===== src/nabp_geom_pkg.sv =====
package nabp_geom_pkg;

    // widths of the datapath quantities
    localparam int SAMPLE_W    = 12;
    localparam int PIX_SUM_W   = 20;
    localparam int SHIFT_W     = 8;
    localparam int MAP_ACCU_W  = 16;

    // fractional bits of the mapper accumulator
    localparam int MAP_FRAC = 4;

    // one projection sample
    typedef logic [SAMPLE_W-1:0] sample_t;

    // accumulated pixel value, wraps at full width
    typedef logic [PIX_SUM_W-1:0] pixel_sum_t;

    // rotation offset applied to a line on shift out
    typedef logic [SHIFT_W-1:0] shift_base_t;

    // mapper accumulator and step, fixed point
    typedef logic [MAP_ACCU_W-1:0] map_accu_t;

endpackage


===== src/nabp_ctrl_pkg.sv =====
package nabp_ctrl_pkg;

    // per-iteration sequence of the state controller
    typedef enum logic [1:0] {
        ready_s,
        fill_s,
        fill_done_s,
        shift_s
    } sc_state_t;

    // register map, byte offsets
    localparam logic [7:0] REG_CTRL     = 8'h00;
    localparam logic [7:0] REG_SH_BASE  = 8'h04;
    localparam logic [7:0] REG_MP_INIT  = 8'h08;
    localparam logic [7:0] REG_MP_BASE  = 8'h0C;
    localparam logic [7:0] REG_ITR      = 8'h10;
    localparam logic [7:0] REG_STATUS   = 8'h14;
    localparam logic [7:0] REG_PIX_BASE = 8'h40;

    // only response ever returned
    localparam logic [1:0] RESP_OKAY = 2'b00;

endpackage


===== src/nabp_axil_regs.sv =====
`timescale 1ns/1ps

module nabp_axil_regs #(
    parameter int LINE_LEN = 8
) (
    input  logic                                       clk,
    input  logic                                       reset_n,
    input  logic [7:0]                                 awaddr,
    input  logic                                       awvalid,
    output logic                                       awready,
    input  logic [31:0]                                wdata,
    input  logic                                       wvalid,
    output logic                                       wready,
    output logic [1:0]                                 bresp,
    output logic                                       bvalid,
    input  logic                                       bready,
    input  logic [7:0]                                 araddr,
    input  logic                                       arvalid,
    output logic                                       arready,
    output logic [31:0]                                rdata,
    output logic [1:0]                                 rresp,
    output logic                                       rvalid,
    input  logic                                       rready,
    input  logic                                       busy,
    input  logic [7:0]                                 itr_done,
    input  nabp_geom_pkg::pixel_sum_t [LINE_LEN-1:0]   pix_sums,
    output nabp_geom_pkg::shift_base_t                 sh_base,
    output nabp_geom_pkg::map_accu_t                   mp_init,
    output nabp_geom_pkg::map_accu_t                   mp_base,
    output logic                                       itr_add,
    output logic [7:0]                                 itr_count_wr,
    output logic                                       clear_pulse
);

    import nabp_geom_pkg::*;
    import nabp_ctrl_pkg::*;

    localparam int IDX_W = $clog2(LINE_LEN);

    logic        aw_held;
    logic        w_held;
    logic [7:0]  aw_addr_q;
    logic [31:0] w_data_q;
    logic        aw_hs;
    logic        w_hs;
    logic        wr_go;
    logic [7:0]  wr_addr;
    logic [31:0] wr_data;
    logic [7:0]  pix_off;
    logic        pix_hit;
    logic [31:0] rd_mux;

    // new address or data only when nothing is latched and no response pending
    assign awready = !aw_held && !bvalid;
    assign wready  = !w_held && !bvalid;
    assign arready = !rvalid;
    assign bresp   = RESP_OKAY;
    assign rresp   = RESP_OKAY;

    assign aw_hs   = awvalid && awready;
    assign w_hs    = wvalid && wready;
    // commit as soon as both halves are present, latched or arriving
    assign wr_go   = (aw_held || aw_hs) && (w_held || w_hs);
    assign wr_addr = aw_held ? aw_addr_q : awaddr;
    assign wr_data = w_held ? w_data_q : wdata;

    always_ff @(posedge clk)
    begin
        if (aw_hs)
            aw_addr_q <= awaddr;
        if (w_hs)
            w_data_q <= wdata;
    end

    always_ff @(posedge clk)
    begin
        if (!reset_n)
        begin
            aw_held      <= 1'b0;
            w_held       <= 1'b0;
            bvalid       <= 1'b0;
            sh_base      <= '0;
            mp_init      <= '0;
            mp_base      <= '0;
            itr_add      <= 1'b0;
            itr_count_wr <= '0;
            clear_pulse  <= 1'b0;
        end
        else
        begin
            itr_add     <= 1'b0;
            clear_pulse <= 1'b0;
            if (bvalid && bready)
                bvalid <= 1'b0;
            if (wr_go)
            begin
                aw_held <= 1'b0;
                w_held  <= 1'b0;
                bvalid  <= 1'b1;
                case (wr_addr)
                    REG_CTRL:    clear_pulse <= wr_data[0];
                    REG_SH_BASE: sh_base <= shift_base_t'(wr_data);
                    REG_MP_INIT: mp_init <= map_accu_t'(wr_data);
                    REG_MP_BASE: mp_base <= map_accu_t'(wr_data);
                    REG_ITR:
                    begin
                        itr_add      <= 1'b1;
                        itr_count_wr <= wr_data[7:0];
                    end
                    default: ;
                endcase
            end
            else
            begin
                if (aw_hs)
                    aw_held <= 1'b1;
                if (w_hs)
                    w_held <= 1'b1;
            end
        end
    end

    // pixel window, 4 bytes per pixel
    assign pix_off = araddr - REG_PIX_BASE;
    assign pix_hit = (araddr >= REG_PIX_BASE) && (pix_off[7:2] < LINE_LEN);

    always_comb
    begin
        rd_mux = '0;
        if (pix_hit)
            rd_mux = 32'(pix_sums[pix_off[IDX_W+1:2]]);
        else
            case (araddr)
                REG_SH_BASE: rd_mux = 32'(sh_base);
                REG_MP_INIT: rd_mux = 32'(mp_init);
                REG_MP_BASE: rd_mux = 32'(mp_base);
                REG_STATUS:  rd_mux = {16'b0, itr_done, 7'b0, busy};
                default:     rd_mux = '0;
            endcase
    end

    always_ff @(posedge clk)
    begin
        if (arvalid && arready)
            rdata <= rd_mux;
    end

    always_ff @(posedge clk)
    begin
        if (!reset_n)
            rvalid <= 1'b0;
        else if (arvalid && arready)
            rvalid <= 1'b1;
        else if (rready)
            rvalid <= 1'b0;
    end

    // responses hold until the host takes them
    a_resp_hold: assert property (@(posedge clk) disable iff (!reset_n)
        (bvalid && !bready |=> bvalid) and (rvalid && !rready |=> rvalid));

endmodule


===== src/nabp_swap_control.sv =====
`timescale 1ns/1ps

module nabp_swap_control (
    input  logic       clk,
    input  logic       reset_n,
    input  logic       itr_add,
    input  logic [7:0] itr_count_wr,
    input  logic       sw_next_itr,
    input  logic       sw_swap,
    input  logic       sw_pe_en,
    input  logic       sh_shift_done,
    output logic       sw_next_itr_ack,
    output logic       sw_swap_ack,
    output logic       bank_sel,
    output logic       busy,
    output logic [7:0] itr_done
);

    logic [7:0] armed_cnt;
    logic [7:0] add_cnt;
    logic       grant;
    logic       active;

    // one grant per request, only while iterations are armed
    assign grant   = sw_next_itr && !sw_next_itr_ack && (armed_cnt != 8'd0);
    assign add_cnt = itr_add ? itr_count_wr : 8'd0;
    assign busy    = (armed_cnt != 8'd0) || active;

    always_ff @(posedge clk)
    begin
        if (!reset_n)
        begin
            armed_cnt       <= '0;
            active          <= 1'b0;
            itr_done        <= '0;
            sw_next_itr_ack <= 1'b0;
            sw_swap_ack     <= 1'b0;
            bank_sel        <= 1'b0;
        end
        else
        begin
            sw_next_itr_ack <= grant;
            sw_swap_ack     <= sw_swap && !sw_swap_ack;
            armed_cnt       <= armed_cnt + add_cnt - 8'(grant);
            // filled bank becomes the shift bank
            if (sw_swap_ack)
                bank_sel <= !bank_sel;
            if (grant)
                active <= 1'b1;
            else if (sw_pe_en && sh_shift_done)
                active <= 1'b0;
            if (sw_pe_en && sh_shift_done)
                itr_done <= itr_done + 8'd1;
        end
    end

    a_ack_has_req: assert property (@(posedge clk) disable iff (!reset_n)
        (sw_next_itr_ack |-> sw_next_itr) and (sw_swap_ack |-> sw_swap));

endmodule


===== src/nabp_state_control.sv =====
`timescale 1ns/1ps

module nabp_state_control (
    input  logic                        clk,
    input  logic                        reset_n,
    input  nabp_geom_pkg::shift_base_t  sw_sh_accu_base,
    input  nabp_geom_pkg::map_accu_t    sw_mp_accu_init,
    input  nabp_geom_pkg::map_accu_t    sw_mp_accu_base,
    input  logic                        sw_swap_ack,
    input  logic                        sw_next_itr_ack,
    input  logic                        sh_fill_done,
    input  logic                        sh_shift_done,
    output logic                        sw_swap,
    output logic                        sw_next_itr,
    output logic                        sw_pe_en,
    output logic                        sh_fill_kick,
    output logic                        sh_shift_kick,
    output nabp_geom_pkg::shift_base_t  sh_accu_base,
    output nabp_geom_pkg::map_accu_t    mp_accu_init,
    output nabp_geom_pkg::map_accu_t    mp_accu_base
);

    import nabp_ctrl_pkg::*;

    sc_state_t state;
    sc_state_t next_state;

    always_ff @(posedge clk)
    begin
        if (!reset_n)
            state <= ready_s;
        else
            state <= next_state;
    end

    // parameters frozen for the whole iteration once it leaves ready
    always_ff @(posedge clk)
    begin
        if (state == ready_s)
        begin
            sh_accu_base <= sw_sh_accu_base;
            mp_accu_init <= sw_mp_accu_init;
            mp_accu_base <= sw_mp_accu_base;
        end
    end

    always_comb
    begin
        next_state = state;
        case (state)
            ready_s:     if (sw_next_itr_ack) next_state = fill_s;
            fill_s:      if (sh_fill_done) next_state = fill_done_s;
            fill_done_s: if (sw_swap_ack) next_state = shift_s;
            shift_s:     if (sh_shift_done) next_state = ready_s;
            default:     next_state = ready_s;
        endcase
    end

    assign sw_next_itr   = (state == ready_s);
    assign sw_swap       = (state == fill_done_s);
    assign sw_pe_en      = (state == shift_s);
    // kicks fire on the transition into their state
    assign sh_fill_kick  = (next_state != state) && (next_state == fill_s);
    assign sh_shift_kick = (next_state != state) && (next_state == shift_s);

    // shifter done pulses only arrive while their state waits for them
    a_done_in_state: assert property (@(posedge clk) disable iff (!reset_n)
        (sh_fill_done |-> state == fill_s) and (sh_shift_done |-> state == shift_s));

endmodule


===== src/nabp_shifter.sv =====
`timescale 1ns/1ps

module nabp_shifter #(
    parameter int LINE_LEN = 8
) (
    input  logic                        clk,
    input  logic                        reset_n,
    input  logic                        sample_valid,
    input  nabp_geom_pkg::sample_t      sample_data,
    output logic                        sample_ready,
    input  logic                        sh_fill_kick,
    input  logic                        sh_shift_kick,
    input  nabp_geom_pkg::shift_base_t  sh_accu_base,
    input  logic                        bank_sel,
    output logic                        sh_fill_done,
    output logic                        sh_shift_done,
    output nabp_geom_pkg::sample_t      pe_sample
);

    import nabp_geom_pkg::*;

    localparam int IDX_W = $clog2(LINE_LEN);
    localparam logic [IDX_W-1:0] LAST = IDX_W'(LINE_LEN - 1);

    sample_t          line_buf [0:1][0:LINE_LEN-1];
    logic             filling;
    logic             shifting;
    logic [IDX_W-1:0] step;
    logic [IDX_W-1:0] rd_idx;
    logic             accept;

    assign sample_ready = filling;
    assign accept       = filling && sample_valid;

    // fill goes to the idle bank while the other one may be read
    always_ff @(posedge clk)
    begin
        if (accept)
            line_buf[!bank_sel][step] <= sample_data;
    end

    always_ff @(posedge clk)
    begin
        if (!reset_n)
        begin
            filling      <= 1'b0;
            shifting     <= 1'b0;
            step         <= '0;
            sh_fill_done <= 1'b0;
        end
        else
        begin
            sh_fill_done <= accept && (step == LAST);
            if (sh_fill_kick || sh_shift_kick)
                step <= '0;
            else if (accept || shifting)
                step <= step + 1'b1;
            if (sh_fill_kick)
                filling <= 1'b1;
            else if (accept && (step == LAST))
                filling <= 1'b0;
            if (sh_shift_kick)
                shifting <= 1'b1;
            else if (sh_shift_done)
                shifting <= 1'b0;
        end
    end

    // rotation wraps on the line length
    assign rd_idx        = step + sh_accu_base[IDX_W-1:0];
    assign pe_sample     = line_buf[bank_sel][rd_idx];
    assign sh_shift_done = shifting && (step == LAST);

endmodule


===== src/nabp_backproject.sv =====
`timescale 1ns/1ps

module nabp_backproject #(
    parameter int LINE_LEN = 8
) (
    input  logic                                       clk,
    input  logic                                       reset_n,
    input  logic                                       sw_pe_en,
    input  nabp_geom_pkg::sample_t                     pe_sample,
    input  nabp_geom_pkg::map_accu_t                   mp_accu_init,
    input  nabp_geom_pkg::map_accu_t                   mp_accu_base,
    input  logic                                       clear_pulse,
    output nabp_geom_pkg::pixel_sum_t [LINE_LEN-1:0]   pix_sums
);

    import nabp_geom_pkg::*;

    localparam int IDX_W = $clog2(LINE_LEN);

    map_accu_t        accu_q;
    map_accu_t        cur_accu;
    logic             pe_en_q;
    logic             first;
    logic [IDX_W-1:0] pix_idx;

    // first step of a line uses the initial value directly
    assign first    = sw_pe_en && !pe_en_q;
    assign cur_accu = first ? mp_accu_init : accu_q;
    // integer part of the accumulator, wrapped onto the row
    assign pix_idx  = cur_accu[MAP_FRAC +: IDX_W];

    always_ff @(posedge clk)
    begin
        if (!reset_n)
            pe_en_q <= 1'b0;
        else
            pe_en_q <= sw_pe_en;
    end

    always_ff @(posedge clk)
    begin
        if (sw_pe_en)
            accu_q <= cur_accu + mp_accu_base;
    end

    always_ff @(posedge clk)
    begin
        if (!reset_n || clear_pulse)
            pix_sums <= '0;
        else if (sw_pe_en)
            pix_sums[pix_idx] <= pix_sums[pix_idx] + pixel_sum_t'(pe_sample);
    end

endmodule


===== src/nabp_core.sv =====
`timescale 1ns/1ps

module nabp_core #(
    parameter int LINE_LEN = 8
) (
    input  logic                    clk,
    input  logic                    reset_n,
    input  logic [7:0]              awaddr,
    input  logic                    awvalid,
    output logic                    awready,
    input  logic [31:0]             wdata,
    input  logic                    wvalid,
    output logic                    wready,
    output logic [1:0]              bresp,
    output logic                    bvalid,
    input  logic                    bready,
    input  logic [7:0]              araddr,
    input  logic                    arvalid,
    output logic                    arready,
    output logic [31:0]             rdata,
    output logic [1:0]              rresp,
    output logic                    rvalid,
    input  logic                    rready,
    input  logic                    sample_valid,
    input  nabp_geom_pkg::sample_t  sample_data,
    output logic                    sample_ready
);

    import nabp_geom_pkg::*;

    shift_base_t                sh_base, sh_accu_base;
    map_accu_t                  mp_init, mp_base, mp_accu_init, mp_accu_base;
    pixel_sum_t [LINE_LEN-1:0]  pix_sums;
    sample_t                    pe_sample;
    logic [7:0]                 itr_count_wr, itr_done;
    logic                       itr_add, clear_pulse, busy, bank_sel;
    logic                       sw_next_itr, sw_next_itr_ack, sw_swap, sw_swap_ack, sw_pe_en;
    logic                       sh_fill_kick, sh_shift_kick, sh_fill_done, sh_shift_done;

    // decode
    nabp_axil_regs #(.LINE_LEN(LINE_LEN)) u_regs (.*);

    // execute
    nabp_swap_control u_swap (.*);

    nabp_state_control u_state (
        .sw_sh_accu_base (sh_base),
        .sw_mp_accu_init (mp_init),
        .sw_mp_accu_base (mp_base),
        .*
    );

    nabp_shifter #(.LINE_LEN(LINE_LEN)) u_shifter (.*);

    // result
    nabp_backproject #(.LINE_LEN(LINE_LEN)) u_backproject (.*);

endmodule


===== config.mk =====
export PLATFORM = sky130hd
export DESIGN_NAME = nabp_core
export DESIGN_NICKNAME = d
export VERILOG_FILES = /design/src/nabp_geom_pkg.sv /design/src/nabp_ctrl_pkg.sv /design/src/nabp_axil_regs.sv /design/src/nabp_swap_control.sv /design/src/nabp_state_control.sv /design/src/nabp_shifter.sv /design/src/nabp_backproject.sv /design/src/nabp_core.sv
export SDC_FILE = /design/constraint.sdc
export NUM_CORES = 1
export LEC_CHECK = 0
export ABC_AREA = 1
export BUFFER_PORTS_ARGS = -buffer_cell sky130_fd_sc_hd__buf_2
export CAP_MARGIN = 30
export CORE_MARGIN = 10
export CORE_UTILIZATION = 40
export DETAILED_ROUTE_END_ITERATION = 6
export HOLD_SLACK_MARGIN = 0.06
export PLACE_DENSITY_LB_ADDON = 0.1
export SYNTH_ARGS = -nofsm -noshare
export SYNTH_HDL_FRONTEND = slang
export SYNTH_HIERARCHICAL = 1
export SYNTH_SLANG_ARGS = --single-unit
export TNS_END_PERCENT = 1

===== constraint.sdc =====
create_clock -name clk -period 5.2 [get_ports clk]
set_input_delay 0.52 -clock clk [delete_from_list [all_inputs] [get_ports clk]]
set_output_delay 0.52 -clock clk [all_outputs]
set_load 0.03 [all_outputs]

# Word level (Yosys, flattened, before mapping)
# Memories as Yosys holds them, arrays and structs flattened. A register that Yosys moved wholly into a read port is not among the register bits.
# Cells that the tools add are included.
# word_totals
regBits,350
word_cells,162
out_inout_bits,42
ram_bits,192
mem_count,1
# classes
eq_ne,15
addsub,8
n_reduce_logical,51
muxes,38
order_cmp,8
n_bitwise,3
# mem_list
name,words,width,read_ports,rd_clocked_by_memory_dff,write_ports,line_no,text
u_shifter.line_buf,2,96,1,1,1,nabp_shifter.sv:25,sample_t line_buf [0:1][0:LINE_LEN-1];
# ops
cell,count
$bwmux W160,1
$bmux W20 S3,2
$mux W96,1
$mux W20,4
$pmux W16 S4,1
$demux W20 S3,1
$bmux W12 S3,1
$demux W12 S3,1
$mux W12,3
$eq A8 B4 Y1 const B,4
$mux W16,2
$add A20 B12 Y20,1
$logic_and A1 B1 Y1,20
$add A16 B16 Y16,1
$eq A8 B3 Y1 const B,2
$eq A8 B5 Y1 const B,2
$mux W8,2
$mux W1,14
$reduce_and A2 Y1,5
$reduce_bool A2 Y1,5
$logic_not A1 Y1,9
$add A8 B1 Y8 const B,1
$add A8 B8 Y8,1
$ge A4 B4 Y1 const B,2
23 further kinds,37

# Longest topological paths before layout
# logic_depth
word_depth,8
mapped_depth,27

# Hierarchy
# Netlist, hierarchy kept.
# by_module_without_submodules
mod,instances,cells_each,seq_area_each_um2,area_each_um2
nabp_shifter,1,849,5885.6,8678.3
nabp_backproject,1,1238,3433.3,8543.2
nabp_axil_regs,1,833,2402.3,5836.8
nabp_state_control,1,63,1241.2,1333.8
nabp_swap_control,1,190,400.4,1278.7

# Worst setup path after synthesis
# OpenSTA, ideal clock, no wires.
# synth_timing
path_kind,reg-to-reg
from,reg u_state.state[0]
to,reg u_backproject/pix_sums[118] (netlist name)
setup_ns,0.109
path_stages_with_launch,27
period_less_slack_ns,4.083
slack_ns,1.117
arrival_ns,3.974
t_required_ns,5.091
cell_sequence,dfxtp_1 > nand2_1 > inv_1 > buf_4 > inv_2 > nor2_4 > nand2_1 > nand2_2 > buf_4 > buf_2 > buf_2 > buf_2 > a21oi_1 > a211oi_1 > ha_1 > inv_1 > fa_1 > o21ai_0 > nand4_1 > nand3_1 > nand3_2 > inv_1 > nand2_1 > nand2_2 > nand3_1 > nand2_1 > inv_1
# synth_via
elab_chain_len,8
word_cells_on_any_way,12
# synth_lines
element,line_no,text
"start, declared",nabp_state_control.sv:25,sc_state_t state;
"start signal, assigned",nabp_state_control.sv:31,state <= ready_s;
"start signal, assigned",nabp_state_control.sv:33,state <= next_state;
$eq A2 B2 Y1 (*),nabp_state_control.sv:61,assign sw_pe_en = (state == shift_s);
net sw_pe_en,nabp_core.sv:37,"logic sw_next_itr, sw_next_itr_ack, sw_swap, sw_swap_ack, sw_pe_en;"
"parallel branches: the longest is 7 deep, another holds $add A20 B12 Y20",--,
"end signal, assigned by index",nabp_backproject.sv:51,pix_sums[pix_idx] <= pix_sums[pix_idx] + pixel_sum_t'(pe_sample);
"end, declared",nabp_backproject.sv:13,output nabp_geom_pkg::pixel_sum_t [LINE_LEN-1:0] pix_sums
# Mark *: on every way through the listed nets, which the timed path passes. The select of a mux whose other input is x is not followed.
# A chain may end at the register's enable or synchronous reset.

# Worst setup path in the final report
# layout_timing
from,reg u_state.state[0]
to,reg u_backproject/pix_sums[134] (netlist name)
# Same word-level chain as after synthesis.

==> run metrics <==
hold path depth 1; CORE AREA 61800 um^2; slew at the pin closest to its max-slew limit 1020 ps; hold path endpoint u_regs/w_data_q[7]; clock-pin slew on the worst setup and hold paths about 60 ps; routed vias/inst between 5 and 6; die area around 73000 um^2; # diodes 0; CP endpoint kind flop; Clock Sinks ~500; RR Startpoint u_state/state[0]; Root Driver clkbuf_16; final hold violations 0; Util after Layout 0.459; Chip Height 270 um; dpl cell area 26300 um^2; Crit Path Max Fanout 40; endpoints failing setup 0; RSZ-0062 raised after global routing no; CTS tree built; clock latency on the worst-skew pair approximately 650 ps; type of the most critical hold path input pin to flop; commonest non-fill, non-tap cells in the layout nand2_1 (698), inv_1 (417), nor2_1 (407), nand3_1 (350), edfxtp_1 (260); most common cell after layout, fill and taps aside nand2_1; VDD IR-drop max between 0.2 and 0.3 mV; Tot Pwr 10.4 mW; shortest period the worst path allows 4690 ps; MaxCap Viol Count 0; row count 91; first-pass GRT wire length roughly 120 mm; via count around 21000; vias in the first global route 19900; largest net degree at the start of global routing 78; initial antenna violation count 0; R2R cell count 21; r2r setup slk roughly 510 ps; # DRC 0; Clock Skew between 40 and 50 ps; gr usage total 0.201; Worst EP arrival about 5300 ps; Post-Syn Area about 25000 um^2; initial core utilization 0.404; area added between synthesis and finish 13.5%; layout cells sized above 1 0.102; H-tree Lvls 2; worst endpoint required time 5790 ps; Overflow after GRT 0; CP startpoint u_state/state[0]; Starting DRT DRC Count a little over 2000; Setup TNS Final 0 ps; Post-DRT Antenna Nets 0; reg2reg end u_backproject/pix_sums[134]; period utilization 0.901; DRT Pass-1 Iters 5; IO Pins 110; register area 12700 um^2; CTS Buf Count 58; Leak Pwr 12.4 nW; FMAX around 0.21 GHz; HP Start wdata[7]; Setup CP Type flop to flop; total wire length roughly 75 mm; total number of yosys warnings 6; power per cell area between 300 and 400 nW/um^2; Worst Setup Start Kind flop; nets@finish ~3300; Post-Syn Area per Cell ~7.9 um^2; Final Cell Area about 28000 um^2; area of the multi-input gates between 9000 and 10000 um^2; WL per Instance ~18 um; I/O Buffers 77; GP Congestion 0.872; Max Slew Vio Count 0; post-detail-place hpwl 48.8 mm; Slew headroom 0.320; outcome finished, final reports clean; Die Span X ~270 um; post-synthesis instance total about 3200; Fillers 6074; clk buf depth 3
==> through the flow <==
step / setup slack, ps / hold WS (ps) / instances
3_5_place_dp: 441 / 452 / 3983
5_1_grt: 63.3 / 61.0 / 4109
3_3_place_gp: 541 / 448 / 3974
4_1_cts: 402 / 62.9 / 4109
2_1_floorplan: 1120 / 426 / 3165
6_report: 515 / 74.1 / 4109
==> repair_timing <==
item	CTS	global route
hold endpoints to repair	17	0
buffers inserted	0	0
endpoints found under the setup margin	0	20
hold buffers	17	0
gates resized for setup	0	1
==> where the power goes <==
| part | switching (mW) | total [mW] | leakage, nW | internal, mW |
|---|---|---|---|---|
| sequential | 0.0538 | 4.35 | 4.37 | 4.29 |
| combinational | 1.43 | 2.05 | 7.08 | 0.617 |
| clock | 1.68 | 4.03 | 0.925 | 2.35 |
==> routing by layer <==
metal,wire length [um],vias to the layer above,GRT usage
met2,35000,707,0.328
met5,0,-,0
met3,5350,122,0.0329
met1,33100,9916,0.268
met4,2020,0,0.0648
li1,-,10300,-
==> sequential cells by signal, summed over array words and instances, names as in the netlist, 16 cells and up <==
register and count:
u_regs/mp_init 16, u_regs/w_data_q 16, u_backproject/pix_sums 160, u_regs/mp_base 16, u_shifter/line_buf 192, u_regs/rdata 20
==> final cells by class <==
cell class                      instances  area share
Timing Repair Buffer                  172      0.0427
Sequential cell                       503       0.447
Tap cell                              837      0.0369
Multi-Input combinational cell       2057       0.349
Clock inverter                         25     0.00856
Inverter                              431      0.0572
Clock buffer                           84      0.0582
==> critical path, stage by stage, from the launching register on <==
cell and delay, ps:
dfxtp_1 440, nand2_1 80, inv_1 230, inv_2 110, nor2_4 150, nand2_1 80
nand2_2 230, buf_4 530, a21oi_1 130, o21ai_0 80, o21ai_0 130, a211oi_1 490
ha_1 300, nand2_1 70, nor2_1 140, inv_1 50, or2_2 290, nand3_1 250
nand3_2 220, xnor2_2 380, o21ai_0 150, inv_1 80
==> worst max-delay path by stage <==
stage | to | slack, ps | cells past startpoint
after floorplan | u_backproject/pix_sums[118] | 1120 | 26
after global placement | u_backproject/pix_sums[78] | 540 | 22
after detailed placement | u_backproject/pix_sums[78] | 440 | 22
after CTS | u_backproject/pix_sums[78] | 400 | 22
after global routing | u_backproject/pix_sums[138] | 60 | 24
final | u_backproject/pix_sums[134] | 510 | 21
No activity file was read; power rests on OpenSTA's default activity.
